## src/verilog/pack_defines.svh

```systemverilog
// frame format and credit sizes for the frame packer, included by the package and the RTL
`ifndef PACK_DEFINES_SVH
`define PACK_DEFINES_SVH

// ------------------------------------------------------------
// frame layout
// ------------------------------------------------------------

// first header byte
`define PACK_SYNC_BYTE 8'hA5

// sync, sequence, opcode, length
`define PACK_HEAD_BYTES 4

// bitmap bytes per frame, also the bitmap buffer depth
`define PACK_BM_BYTES 16

// extension word bytes, sent msb first
`define PACK_EXP_BYTES 16

`define PACK_FRAME_BYTES 36

// ------------------------------------------------------------
// sink credits
// ------------------------------------------------------------

// sink buffer depth in bytes
`define PACK_CREDIT_MAX 64

// counter holds 0..64
`define PACK_CREDIT_W 7

`endif

```

## src/verilog/pack_pkg.sv

```systemverilog
// shared opcode and state enums plus the packed request, stream and host write structs
`default_nettype none

`include "pack_defines.svh"

package pack_pkg;

	// ------------------------------------------------------------
	// enums
	// ------------------------------------------------------------

	// sent unchanged as header byte 2
	typedef enum logic [7:0] {
		OP_DATA = 8'h01,
		OP_CTRL = 8'h02,
		OP_MGMT = 8'h03
	} pack_op_e;

	typedef enum logic [1:0] {
		IDLE      = 2'h0,
		HEAD      = 2'h1,
		TAIL      = 2'h2,
		WAIT_DONE = 2'h3
	} ctrl_state_e;

	// tail stage sequence
	typedef enum logic [2:0] {
		S_IDLE = 3'h0,
		S_PREP = 3'h1,
		S_RBMF = 3'h2,
		S_RDBM = 3'h3,
		S_RBML = 3'h4,
		S_RDEP = 3'h6,
		S_DONE = 3'h7
	} tail_state_e;

	// ------------------------------------------------------------
	// structs
	// ------------------------------------------------------------

	// one frame request from the requester
	typedef struct packed {
		pack_op_e                         op;
		logic [`PACK_EXP_BYTES*8-1:0] exp_data;
	} frame_req_t;

	// output stream item
	typedef struct packed {
		logic [7:0] data;
		logic       sof;
		logic       eof;
	} pack_byte_t;

	// host write into the bitmap buffer
	typedef struct packed {
		logic [3:0] addr;
		logic [7:0] data;
	} bm_wr_t;

endpackage

`default_nettype wire

```

## src/verilog/bm_ram.sv

```systemverilog
// bitmap buffer, written by the host and read out in address order by the tail stage
`default_nettype none

`include "pack_defines.svh"

module bm_ram (
	input  wire                  clk_sys,
	input  wire                  rst_n,
	input  wire                  bm_wr_en,
	input  wire pack_pkg::bm_wr_t bm_wr,
	input  wire                  bm_req,
	output logic [7:0]           bm_q
);

	// 16 x 8 storage
	logic [7:0] mem [0:`PACK_BM_BYTES-1];

	// read address, one step per request
	logic [3:0] rd_ptr;

	// ------------------------------------------------------------
	// host write port
	// ------------------------------------------------------------

	always_ff @(posedge clk_sys) begin
		if (bm_wr_en) begin
			mem[bm_wr.addr] <= bm_wr.data;
		end
	end

	// ------------------------------------------------------------
	// read port
	// ------------------------------------------------------------

	// wraps back to 0 after 16 reads, so every frame starts at address 0
	always_ff @(posedge clk_sys or negedge rst_n) begin
		if (!rst_n) begin
			rd_ptr <= 4'h0;
		end else if (bm_req) begin
			rd_ptr <= rd_ptr + 4'h1;
		end
	end

	// data shows up the cycle after the request
	always_ff @(posedge clk_sys) begin
		if (bm_req) begin
			bm_q <= mem[rd_ptr];
		end
	end

endmodule

`default_nettype wire

```

## src/verilog/pack_head.sv

```systemverilog
// header byte generator, emits sync, sequence number, opcode and payload length after fire_head
`default_nettype none

`include "pack_defines.svh"

module pack_head (
	input  wire                    clk_sys,
	input  wire                    rst_n,
	input  wire                    fire_head,
	input  wire pack_pkg::pack_op_e op,
	output logic                   head_vld,
	output logic [7:0]             head_data,
	output logic                   head_last
);

	localparam logic [1:0] LAST_IDX = 2'(`PACK_HEAD_BYTES - 1);
	localparam logic [7:0] PAY_LEN = 8'(`PACK_BM_BYTES + `PACK_EXP_BYTES);

	logic       active;
	logic [1:0] idx;

	// frame sequence number
	logic [7:0] seq;

	// ------------------------------------------------------------
	// byte counter
	// ------------------------------------------------------------

	always_ff @(posedge clk_sys or negedge rst_n) begin
		if (!rst_n) begin
			active <= 1'b0;
			idx    <= 2'h0;
			seq    <= 8'h0;
		end else if (fire_head) begin
			active <= 1'b1;
			idx    <= 2'h0;
		end else if (active) begin
			idx <= idx + 2'h1;
			// next number only once this header is out
			if (idx == LAST_IDX) begin
				active <= 1'b0;
				seq    <= seq + 8'h1;
			end
		end
	end

	// ------------------------------------------------------------
	// byte select
	// ------------------------------------------------------------

	always_comb begin
		case (idx)
			2'h0:    head_data = `PACK_SYNC_BYTE;
			2'h1:    head_data = seq;
			2'h2:    head_data = op;
			default: head_data = PAY_LEN;
		endcase
	end

	assign head_vld  = active;
	assign head_last = active && (idx == LAST_IDX);

endmodule

`default_nettype wire

```

## src/verilog/pack_tail.sv

```systemverilog
// tail stage, streams the 16 bitmap bytes and then the extension word msb first, then pulses done
`default_nettype none

`include "pack_defines.svh"

module pack_tail (
	input  wire                           clk_sys,
	input  wire                           rst_n,
	input  wire                           fire_tail,
	input  wire [`PACK_EXP_BYTES*8-1:0] exp_data,
	input  wire [7:0]                     bm_q,
	output logic                          bm_req,
	output logic                          tail_vld,
	output logic [7:0]                    tail_data,
	output logic                          tail_last,
	output logic                          done_tail
);

	localparam int EXP_W = `PACK_EXP_BYTES * 8;

	// RDBM covers bitmap bytes 0 to 14, RBML the last one
	localparam logic [3:0] BM_END = 4'(`PACK_BM_BYTES - 2);
	localparam logic [3:0] EP_END = 4'(`PACK_EXP_BYTES - 1);

	pack_pkg::tail_state_e state;

	logic [3:0] cnt_bm;
	logic [3:0] cnt_ep;
	logic       finish_bm;
	logic       finish_ep;

	// extension word shift register
	logic [EXP_W-1:0] lock_ep;

	// ------------------------------------------------------------
	// main FSM
	// ------------------------------------------------------------

	always_ff @(posedge clk_sys or negedge rst_n) begin
		if (!rst_n) begin
			state <= pack_pkg::S_IDLE;
		end else begin
			case (state)
				pack_pkg::S_IDLE: begin
					if (fire_tail) begin
						state <= pack_pkg::S_PREP;
					end
				end
				pack_pkg::S_PREP: state <= pack_pkg::S_RBMF;
				pack_pkg::S_RBMF: state <= pack_pkg::S_RDBM;
				pack_pkg::S_RDBM: begin
					if (finish_bm) begin
						state <= pack_pkg::S_RBML;
					end
				end
				pack_pkg::S_RBML: state <= pack_pkg::S_RDEP;
				pack_pkg::S_RDEP: begin
					if (finish_ep) begin
						state <= pack_pkg::S_DONE;
					end
				end
				default: state <= pack_pkg::S_IDLE;
			endcase
		end
	end

	// ------------------------------------------------------------
	// phase counters
	// ------------------------------------------------------------

	always_ff @(posedge clk_sys or negedge rst_n) begin
		if (!rst_n) begin
			cnt_bm <= 4'h0;
			cnt_ep <= 4'h0;
		end else begin
			cnt_bm <= (state == pack_pkg::S_RDBM) ? cnt_bm + 4'h1 : 4'h0;
			cnt_ep <= (state == pack_pkg::S_RDEP) ? cnt_ep + 4'h1 : 4'h0;
		end
	end

	assign finish_bm = (cnt_bm == BM_END);
	assign finish_ep = (cnt_ep == EP_END);

	// load in PREP, then one byte left per RDEP cycle
	always_ff @(posedge clk_sys) begin
		if (state == pack_pkg::S_PREP) begin
			lock_ep <= exp_data;
		end else if (state == pack_pkg::S_RDEP) begin
			lock_ep <= {lock_ep[EXP_W-9:0], 8'h0};
		end
	end

	// ------------------------------------------------------------
	// outputs
	// ------------------------------------------------------------

	assign bm_req = (state == pack_pkg::S_RBMF) || (state == pack_pkg::S_RDBM);

	assign tail_vld = (state == pack_pkg::S_RDBM) || (state == pack_pkg::S_RBML) ||
		(state == pack_pkg::S_RDEP);

	// RBML forwards the last bitmap byte too
	always_comb begin
		case (state)
			pack_pkg::S_RDBM, pack_pkg::S_RBML: tail_data = bm_q;
			pack_pkg::S_RDEP:                   tail_data = lock_ep[EXP_W-1 -: 8];
			default:                            tail_data = 8'h0;
		endcase
	end

	assign tail_last = (state == pack_pkg::S_RDEP) && finish_ep;
	assign done_tail = (state == pack_pkg::S_DONE);

endmodule

`default_nettype wire

```

## src/verilog/pack_ctrl.sv

```systemverilog
// admits frame requests against sink credits and drives head, tail and the output stream in the packer top level
`default_nettype none

`include "pack_defines.svh"

module pack_ctrl (
	input  wire                           clk_sys,
	input  wire                           rst_n,
	input  wire                           frame_req,
	input  wire pack_pkg::frame_req_t     frame_in,
	input  wire                           credit_rtn,
	input  wire                           head_vld,
	input  wire [7:0]                     head_data,
	input  wire                           head_last,
	input  wire                           tail_vld,
	input  wire [7:0]                     tail_data,
	input  wire                           tail_last,
	input  wire                           done_tail,
	output logic                          frame_ack,
	output logic                          fire_head,
	output pack_pkg::pack_op_e            op,
	output logic                          fire_tail,
	output logic [`PACK_EXP_BYTES*8-1:0] exp_data,
	output logic                          tx_vld,
	output pack_pkg::pack_byte_t          tx_byte
);

	localparam logic [`PACK_CREDIT_W-1:0] CREDIT_INIT = `PACK_CREDIT_MAX;
	localparam logic [`PACK_CREDIT_W-1:0] FRAME_NEED = `PACK_FRAME_BYTES;
	localparam logic [`PACK_CREDIT_W-1:0] CREDIT_STEP = 1;

	pack_pkg::ctrl_state_e state;
	pack_pkg::frame_req_t  frame_q;

	logic [`PACK_CREDIT_W-1:0] credit;
	logic                      credit_ok;

	// next head byte is the first of the frame
	logic                      sof_pend;

	// ------------------------------------------------------------
	// admission and sequencing
	// ------------------------------------------------------------

	// whole frame must fit in the sink before we start
	assign credit_ok = (credit >= FRAME_NEED);
	assign frame_ack = (state == pack_pkg::IDLE) && frame_req && credit_ok;
	assign fire_head = frame_ack;
	assign fire_tail = (state == pack_pkg::HEAD) && head_last;

	always_ff @(posedge clk_sys or negedge rst_n) begin
		if (!rst_n) begin
			state <= pack_pkg::IDLE;
		end else begin
			case (state)
				pack_pkg::IDLE: begin
					if (frame_ack) begin
						state <= pack_pkg::HEAD;
					end
				end
				pack_pkg::HEAD: begin
					if (head_last) begin
						state <= pack_pkg::TAIL;
					end
				end
				pack_pkg::TAIL: begin
					if (tail_last) begin
						state <= pack_pkg::WAIT_DONE;
					end
				end
				default: begin
					if (done_tail) begin
						state <= pack_pkg::IDLE;
					end
				end
			endcase
		end
	end

	// request held for the whole frame
	always_ff @(posedge clk_sys) begin
		if (frame_ack) begin
			frame_q <= frame_in;
		end
	end

	assign op       = frame_q.op;
	assign exp_data = frame_q.exp_data;

	// ------------------------------------------------------------
	// credits
	// ------------------------------------------------------------

	always_ff @(posedge clk_sys or negedge rst_n) begin
		if (!rst_n) begin
			credit <= CREDIT_INIT;
		end else begin
			case ({tx_vld, credit_rtn})
				2'b10:   credit <= credit - CREDIT_STEP;
				2'b01:   credit <= credit + CREDIT_STEP;
				default: credit <= credit;
			endcase
		end
	end

	// ------------------------------------------------------------
	// output stream
	// ------------------------------------------------------------

	always_ff @(posedge clk_sys or negedge rst_n) begin
		if (!rst_n) begin
			sof_pend <= 1'b0;
		end else if (frame_ack) begin
			sof_pend <= 1'b1;
		end else if (head_vld) begin
			sof_pend <= 1'b0;
		end
	end

	// head and tail never overlap
	always_comb begin
		tx_vld       = head_vld | tail_vld;
		tx_byte.data = head_vld ? head_data : tail_data;
		tx_byte.sof  = head_vld & sof_pend;
		tx_byte.eof  = tail_vld & tail_last;
	end

endmodule

`default_nettype wire

```

## src/verilog/pack_top.sv

```systemverilog
// frame packer top level, wires control, header generator, tail stage and bitmap buffer
`default_nettype none

`include "pack_defines.svh"

module pack_top (
	input  wire                       clk_sys,
	input  wire                       rst_n,
	input  wire                       frame_req,
	input  wire pack_pkg::frame_req_t frame_in,
	input  wire                       credit_rtn,
	input  wire                       bm_wr_en,
	input  wire pack_pkg::bm_wr_t     bm_wr,
	output logic                      frame_ack,
	output logic                      tx_vld,
	output pack_pkg::pack_byte_t      tx_byte
);

	// ctrl to head
	logic                          fire_head;
	pack_pkg::pack_op_e            op;
	logic                          head_vld;
	logic [7:0]                    head_data;
	logic                          head_last;

	// ctrl to tail
	logic                          fire_tail;
	logic [`PACK_EXP_BYTES*8-1:0] exp_data;
	logic                          tail_vld;
	logic [7:0]                    tail_data;
	logic                          tail_last;
	logic                          done_tail;

	// tail to bitmap buffer
	logic                          bm_req;
	logic [7:0]                    bm_q;

	pack_ctrl i_ctrl (
		.clk_sys    (clk_sys),
		.rst_n      (rst_n),
		.frame_req  (frame_req),
		.frame_in   (frame_in),
		.credit_rtn (credit_rtn),
		.head_vld   (head_vld),
		.head_data  (head_data),
		.head_last  (head_last),
		.tail_vld   (tail_vld),
		.tail_data  (tail_data),
		.tail_last  (tail_last),
		.done_tail  (done_tail),
		.frame_ack  (frame_ack),
		.fire_head  (fire_head),
		.op         (op),
		.fire_tail  (fire_tail),
		.exp_data   (exp_data),
		.tx_vld     (tx_vld),
		.tx_byte    (tx_byte)
	);

	pack_head i_head (
		.clk_sys   (clk_sys),
		.rst_n     (rst_n),
		.fire_head (fire_head),
		.op        (op),
		.head_vld  (head_vld),
		.head_data (head_data),
		.head_last (head_last)
	);

	pack_tail i_tail (
		.clk_sys   (clk_sys),
		.rst_n     (rst_n),
		.fire_tail (fire_tail),
		.exp_data  (exp_data),
		.bm_q      (bm_q),
		.bm_req    (bm_req),
		.tail_vld  (tail_vld),
		.tail_data (tail_data),
		.tail_last (tail_last),
		.done_tail (done_tail)
	);

	bm_ram i_bm_ram (
		.clk_sys  (clk_sys),
		.rst_n    (rst_n),
		.bm_wr_en (bm_wr_en),
		.bm_wr    (bm_wr),
		.bm_req   (bm_req),
		.bm_q     (bm_q)
	);

endmodule

`default_nettype wire

```

## config.mk

```make
export PLATFORM = sky130hd
export DESIGN_NAME = pack_top
export DESIGN_NICKNAME = d
export VERILOG_FILES = /design/src/verilog/pack_pkg.sv /design/src/verilog/bm_ram.sv /design/src/verilog/pack_head.sv /design/src/verilog/pack_tail.sv /design/src/verilog/pack_ctrl.sv /design/src/verilog/pack_top.sv
export VERILOG_INCLUDE_DIRS = /design/src /design/src/verilog
export SDC_FILE = /design/constraint.sdc
export NUM_CORES = 1
export LEC_CHECK = 0
export BUFFER_PORTS_ARGS = -buffer_cell sky130_fd_sc_hd__buf_2
export CAP_MARGIN = 20
export CORE_ASPECT_RATIO = 1.4
export CORE_MARGIN = 8
export CORE_UTILIZATION = 59
export DETAILED_ROUTE_END_ITERATION = 7
export GPL_TIMING_DRIVEN = 1
export HOLD_SLACK_MARGIN = 0.03
export PLACE_DENSITY = 0.8
export SKIP_CTS_REPAIR_TIMING = 1
export SYNTH_ARGS = -nofsm -noshare
export SYNTH_HDL_FRONTEND = slang
export SYNTH_SLANG_ARGS = --single-unit
export TNS_END_PERCENT = 10
```

## constraint.sdc

```tcl
create_clock -name clk_sys -period 12 [get_ports clk_sys]
set_clock_uncertainty 0.2 [all_clocks]
set_input_delay 1.2 -clock clk_sys [delete_from_list [all_inputs] [get_ports clk_sys]]
set_output_delay 1.2 -clock clk_sys [all_outputs]
set_load 0.03 [all_outputs]
```

-- Word level (Yosys, flattened, before mapping)
Memories as Yosys holds them, arrays and structs flattened. A register that Yosys moved wholly into a read port is not among the register bits.
Cells that the tools add are included.
- input bits: 153
- RAM bits: 128
- bits in registers: 300
- word-level logic and storage cells: 92
- memories: 1
- output and inout port bits: 12
- memory list (memory ; depth ; bits a word ; rd ports ; clocked after memory_dff ; wr ports ; RTL line ; source):
    i_bm_ram.mem ; 16 ; 8 ; 1 ; 1 ; 1 ; bm_ram.sv:16 ; logic [7:0] mem [0:`PACK_BM_BYTES-1];
- reductions and logical operators: 19
- bitwise logic cells: 4
- muxes and demuxes: 26
- $add $sub $neg: 7
- equality and inequality tests: 21
- order comparisons: 1
- operator list (cell ; count):
    128-bit two-way mux ; 2
    8-bit one-hot mux with 3 select lines ; 1
    3-bit one-hot mux with 6 select lines ; 1
    8-bit one-hot mux with 2 select lines ; 1
    7-bit one-hot mux with 2 select lines ; 1
    4-bit by 1-bit adder with 4-bit output, second input constant ; 3
    2-bit two-way mux ; 6
    3-bit equality test, second input constant ; 3
    3-bit two-way mux ; 3
    8-bit by 1-bit adder with 8-bit output, second input constant ; 1
    2-bit equality test, second input constant ; 4
    4-bit equality test, second input constant ; 2
    4-bit two-way mux ; 2
    8-bit two-way mux ; 1
    2-bit by 1-bit inequality test with 1-bit output, second input constant ; 4
    7-bit by 1-bit adder with 7-bit output, second input constant ; 1
    7-bit by 6-bit >= comparator with 1-bit output, second input constant ; 1
    1-bit two-way mux ; 7
    7-bit by 1-bit subtractor with 7-bit output, second input constant ; 1
    2-bit by 1-bit equality test with 1-bit output, second input constant ; 3
    3-bit by 2-bit equality test with 1-bit output, second input constant ; 2
    2-bit one-hot mux with 3 select lines ; 1
    3-bit AND reduction ; 2
    2-bit nonzero test ; 3
    other kinds (13) ; 22

-- Logic depth before layout (Yosys ltp)
- word-level depth: 6
- gate-level depth with buffers: 11

-- Hierarchy
Synthesis repeated with hierarchy kept, for this count alone.
- cell total of the unflattened synthesis: 876
- area, all modules: 17590.6 um2
- by module, submodules not included (module ; sequential area each (um2) ; instances ; cells an instance ; area an instance (um2)):
    pack_tail ; 4119.0 ; 1 ; 340 ; 6573.8
    bm_ram ; 4184.0 ; 1 ; 241 ; 5406.4
    pack_ctrl ; 4335.4 ; 1 ; 228 ; 4956.0
    pack_head ; 275.3 ; 1 ; 67 ; 654.4

-- Least setup slack after synthesis
Ideal clock, no wire load.
- path kind: register -> register
- start point: register i_tail.state[2]
- end point: register i_tail.lock_ep[0], enable pin
- slack: 1.398 ns
- period minus slack after synthesis: 10.602 ns
- data arrival time: 9.610 ns
- cell stages (with the launch flop): 4
- path through: dfrtp_1 -> buf_2 -> nand2b_1 -> o21ai_0
- longest elaborated chain between the ends: 2
- ends and longest elaborated chain (item ; RTL line ; source):
    start, declared ; pack_tail.sv:25 ; pack_pkg::tail_state_e state;
    start signal, assigned ; pack_tail.sv:41 ; state <= pack_pkg::S_IDLE;
    start signal, assigned ; pack_tail.sv:46 ; state <= pack_pkg::S_PREP;
    start signal, assigned ; pack_tail.sv:49 ; pack_pkg::S_PREP: state <= pack_pkg::S_RBMF;
    3-bit by 1-bit equality test with 1-bit output or 3-bit equality test (tied branches) ; pack_tail.sv:86, pack_tail.sv:88 ;
    2-bit nonzero test (no source line) * ; - ;
    end signal, assigned ; pack_tail.sv:87 ; lock_ep <= exp_data;
    end signal, assigned ; pack_tail.sv:89 ; lock_ep <= {lock_ep[EXP_W-9:0], 8'h0};
    end, declared ; pack_tail.sv:33 ; logic [EXP_W-1:0] lock_ep;
Mark *: on every way between the ends. The rest lies on a longest branch, timed or not.
A chain may end at the register's enable or synchronous reset.

==> flow_results.xml <==
<?xml version="1.0" encoding="UTF-8"?>
<metrics>
  <group name="logic_synthesis">
    <metric name="netlist-cell-type-count" unit="">48</metric>
    <metric name="ffs_w_async_s_r_synth" unit="">0.08257</metric>
    <metric name="synth_top_cells_by_area" unit="">edfxtp_1 71%, mux2_2 8.2%, dfrtp_1 5.2%</metric>
    <metric name="syn_area_per_cell" unit="µm²">20.13</metric>
    <metric name="post_synth_inst_count" unit="">836</metric>
    <metric name="synth_fp_nets" unit="">1009</metric>
    <metric name="syn-cell-area" unit="µm²">16820</metric>
    <metric name="synth_top_area_share" unit="">0.7139</metric>
    <metric name="number_of_synthesized_register_bits" unit="">436</metric>
    <metric name="synthDominantAreaCellType" unit="">edfxtp_1</metric>
    <metric name="yosysSeqAreaShare" unit="">0.7675</metric>
    <metric name="main_flop_type_after_synthesis" unit="">edfxtp_1</metric>
    <metric name="yosysWarningCount" unit="">0</metric>
    <metric name="count_of_flip_flops_with_a_built_in_enable_after_synthesis" unit="">400</metric>
  </group>
  <group name="global_route">
    <metric name="groute.usage.overall" unit="">0.1765</metric>
    <metric name="grt_pass1_wl" unit="mm">47.05</metric>
    <metric name="grt_use_met3" unit="">0.03638</metric>
    <metric name="use_met1" unit="">0.2140</metric>
    <metric name="globalRouteMet2Util" unit="">0.3057</metric>
    <metric name="global_route.peak_usage_layer" unit="">met2</metric>
    <metric name="antenna_found_initial" unit="">4</metric>
    <metric name="grt_pass1_vias" unit="">8535</metric>
    <metric name="grt-ovfl-total" unit="">0</metric>
    <metric name="grt_max_degree" unit="">89</metric>
  </group>
  <group name="floorplan">
    <metric name="core" unit="µm²">28220</metric>
    <metric name="fp.dieArea" unit="µm²">34250</metric>
    <metric name="die_x" unit="µm">158.7</metric>
    <metric name="initial_utilization" unit="">0.5961</metric>
    <metric name="floorplan.die.height" unit="µm">215.8</metric>
    <metric name="floorplan.rows" unit="">73</metric>
    <metric name="floorplan.io_pins" unit="">165</metric>
  </group>
  <group name="final_layout">
    <metric name="post-route-cell-area" unit="µm²">19350</metric>
    <metric name="finalCoreUtilization" unit="">0.6855</metric>
    <metric name="finalNetCount" unit="">1196</metric>
    <metric name="flow.area_growth_from_synthesis" unit="%">14.99</metric>
    <metric name="final_layout_size_suffix_gt1_frac" unit="">0.3580</metric>
  </group>
  <group name="critical_path">
    <metric name="r2r_start" unit="">i_tail.state[1]</metric>
    <metric name="r2r-end" unit="">i_ctrl.credit[6]</metric>
    <metric name="crit_path_max_incr_delay" unit="ns">0.62</metric>
    <metric name="worst-path-max-fanout" unit="">10</metric>
    <metric name="timing.reg2reg.setup_slack" unit="ns">8.53</metric>
    <metric name="slowest_stage" unit="">nor2_1</metric>
    <metric name="crit_arrival" unit="ns">2.59</metric>
    <metric name="end_kind" unit="">primary output</metric>
    <metric name="ff2ff_path_depth" unit="">10</metric>
    <metric name="critical_path_buf_inv_count" unit="">2</metric>
    <metric name="gate_family_responsible_for_the_most_delay_along_the_worst_path" unit="">simple AND/OR/NAND/NOR gates</metric>
    <metric name="setup.worst_path.start_class" unit="">register</metric>
    <metric name="critical_path.cell_chain" unit="">inv_1 -&gt; nor2_1 -&gt; a221oi_1 -&gt; a21oi_1 -&gt; buf_2</metric>
    <metric name="critical_path_required" unit="ns">10.60</metric>
    <metric name="category_of_the_critical_setup_timing_path" unit="">register to primary output</metric>
  </group>
  <group name="placed_design">
    <metric name="place.gp.congestion" unit="">0.7932</metric>
    <metric name="buffer_ports.inserted" unit="">164</metric>
    <metric name="area_post_placement" unit="µm²">18040</metric>
    <metric name="placement.setup.worst_slack" unit="ns">8.020</metric>
    <metric name="dp_hpwl" unit="mm">19.72</metric>
  </group>
  <group name="timing">
    <metric name="max_slew.worst_pin.slew" unit="ns">1.099</metric>
    <metric name="final.setup.tns" unit="ns">0</metric>
    <metric name="setup_repair_after_global_routing_missed_its_margin" unit="">no</metric>
    <metric name="hold_viol_final" unit="">0</metric>
    <metric name="timing.final.crit_period" unit="ns">3.985</metric>
    <metric name="max_freq" unit="MHz">250.9</metric>
    <metric name="fin_hold_ws" unit="ns">0.2716</metric>
    <metric name="finalSetupViolCount" unit="">0</metric>
    <metric name="max_slew_margin" unit="">0.2673</metric>
    <metric name="setup_ws" unit="ns">8.015</metric>
    <metric name="final-max-slew-violation-count" unit="">0</metric>
    <metric name="finalCritPeriodShare" unit="">0.3321</metric>
  </group>
  <group name="power">
    <metric name="worst_ir_drop_vdd" unit="mV">0.1254</metric>
    <metric name="static_leakage" unit="nW">6.801</metric>
    <metric name="power_per_cell_area" unit="nW/µm²">213.7</metric>
  </group>
  <group name="job">
    <metric name="max-cap-violations" unit="">0</metric>
  </group>
  <group name="min_path">
    <metric name="worst_hold_path_type" unit="">register to register</metric>
    <metric name="hp-start" unit="">i_head.seq[7]</metric>
    <metric name="hold_path_end" unit="">i_head.seq[7]</metric>
    <metric name="hold-path-cell-count" unit="">1</metric>
  </group>
  <group name="clock_network">
    <metric name="ctsRootBufferMaster" unit="">clkbuf_16</metric>
    <metric name="htree_num_levels" unit="">2</metric>
    <metric name="cts.sink_count" unit="">436</metric>
    <metric name="worstSkewPairLatency" unit="ns">0.54</metric>
    <metric name="tritoncts" unit="">done</metric>
    <metric name="cts_inserted_buffers" unit="">40</metric>
    <metric name="clock_path_buffers" unit="">3</metric>
    <metric name="clock_slew_at_reported_path_ffs" unit="ns">0.06</metric>
  </group>
  <group name="detailed_routing">
    <metric name="detail_route.vias_per_cell" unit="">5.566</metric>
    <metric name="drtPass1Iterations" unit="">5</metric>
    <metric name="first_iter_violations" unit="">586</metric>
    <metric name="finalWirelength" unit="mm">30.27</metric>
    <metric name="route.vias.total" unit="">7976</metric>
    <metric name="avgRoutedWirePerCell" unit="µm">21.13</metric>
    <metric name="detail_route_antenna_nets" unit="">0</metric>
    <metric name="drc_errors" unit="">0</metric>
  </group>
  <group name="status">
    <metric name="run_status" unit="">completed</metric>
  </group>
</metrics>
-- sequential cells by signal (all words and copies together) (netlist names), 3 cells and up --
| name | flops |
|---|---|
| i_bm_ram.bm_q | 8 |
| i_bm_ram.mem | 128 |
| i_bm_ram.rd_ptr | 4 |
| i_ctrl.credit | 7 |
| i_ctrl.exp_data | 128 |
| i_ctrl.op | 8 |
| i_head.seq | 8 |
| i_tail.cnt_bm | 4 |
| i_tail.cnt_ep | 4 |
| i_tail.lock_ep | 128 |
| i_tail.state | 3 |
-- placed cells by master (no fill, tap or decap), types with 2 or more instances in the layout --
cell type,count
a211oi_1,2
a21o_1,2
a21oi_1,8
a221oi_1,4
a22oi_1,11
and2_1,12
buf_2,164
buf_4,10
bufinv_16,3
clkbuf_1,5
clkbuf_16,41
clkinv_1,6
clkinv_2,13
dfrtp_1,35
diode_2,5
edfxtp_1,400
ha_1,19
inv_1,12
inv_6,4
mux2_2,123
mux4_1,30
mux4_2,10
nand2_1,17
nand2b_1,10
nand3_1,7
nand3b_1,4
nand4_1,4
nor2_1,28
nor3_1,10
nor4_1,3
o21ai_0,7
o22ai_1,7
o31ai_1,2
xnor2_1,8
xor2_1,10
-- synthesized netlist by cell type, drive strengths merged (2+ instances only) --
cell and instances:
a21oi 8, buf 24, o22ai 7, mux4 40, and2 12, a22oi 11, xor2 10, nor2 29
a21o 2, nand3b 4, mux2 123, a221oi 4, nand4 4, ha 19, nor3 11, nand3 7
nor4 3, dfrtp 35, nand2 17, xnor2 8, a211oi 2, nand2b 10, o31ai 2, edfxtp 400
inv 13, clkbuf 7, o21ai 9
-- worst reg2reg max path, stage by stage (launching register included) --
cell      delay [ns]
dfrtp_1         0.60
inv_1           0.11
nor2_1          0.62
nor3_1          0.17
ha_1            0.31
inv_1           0.21
ha_1            0.31
or4_1           0.54
o221ai_1        0.09
a211oi_1        0.08
xnor2_1         0.15
-- worst max-delay path by stage --
stage,start,end,depth (start not counted)
final,i_tail.state[1],tx_byte[7],5
after global routing,i_tail.state[1],tx_byte[7],5
after CTS,i_ctrl.state[0],frame_ack,6
after detailed placement,frame_req,frame_ack,5
after global placement,frame_req,frame_ack,5
after floorplan,i_tail.state[2],i_tail.lock_ep[0],3
-- cell type report --
| cell class | count | area [µm²] |
|---|---|---|
| flip-flops and latches | 436 | 12910 |
| repair buffers | 176 | 930.9 |
| inverters | 13 | 53.80 |
| multi-input cells | 356 | 3710 |
| clock buffers | 46 | 1045 |
| diodes | 5 | 12.51 |
| fillers | 1770 | 8877 |
| clock inverters | 26 | 211.5 |
| well taps | 375 | 469.2 |
-- layer usage --
metal / share of wire / wire (µm)
met5: 0 / 0
met4: 0.023 / 706
met3: 0.051 / 1558
met2: 0.53 / 16060
met1: 0.39 / 11950
-- metrics by stage --
step | total power [mW] | cells
finish | 4.135 | 1433
global placement | 2.915 | 1354
floorplan | 2.743 | 836
detailed placement | 2.954 | 1354
CTS | 4.178 | 1426
global route | 4.322 | 1433
-- kinds of logic after synthesis --
kind of cell,share of synthesized area
and+or+nand+nor,0.02997
buffers and inverters,0.01339
muxes,0.1432
adders and majority gates,0.01532
DFF,0.7675
AOI/OAI and AO/OA,0.02127
xor gates and xnor gates,0.009370
-- power breakdown --
part	switching [mW]	internal, mW
Clock	0.526	0.692
Combinational	0.456	0.384
Sequential	0.108	1.97
Power figures use the tool's default switching activity.
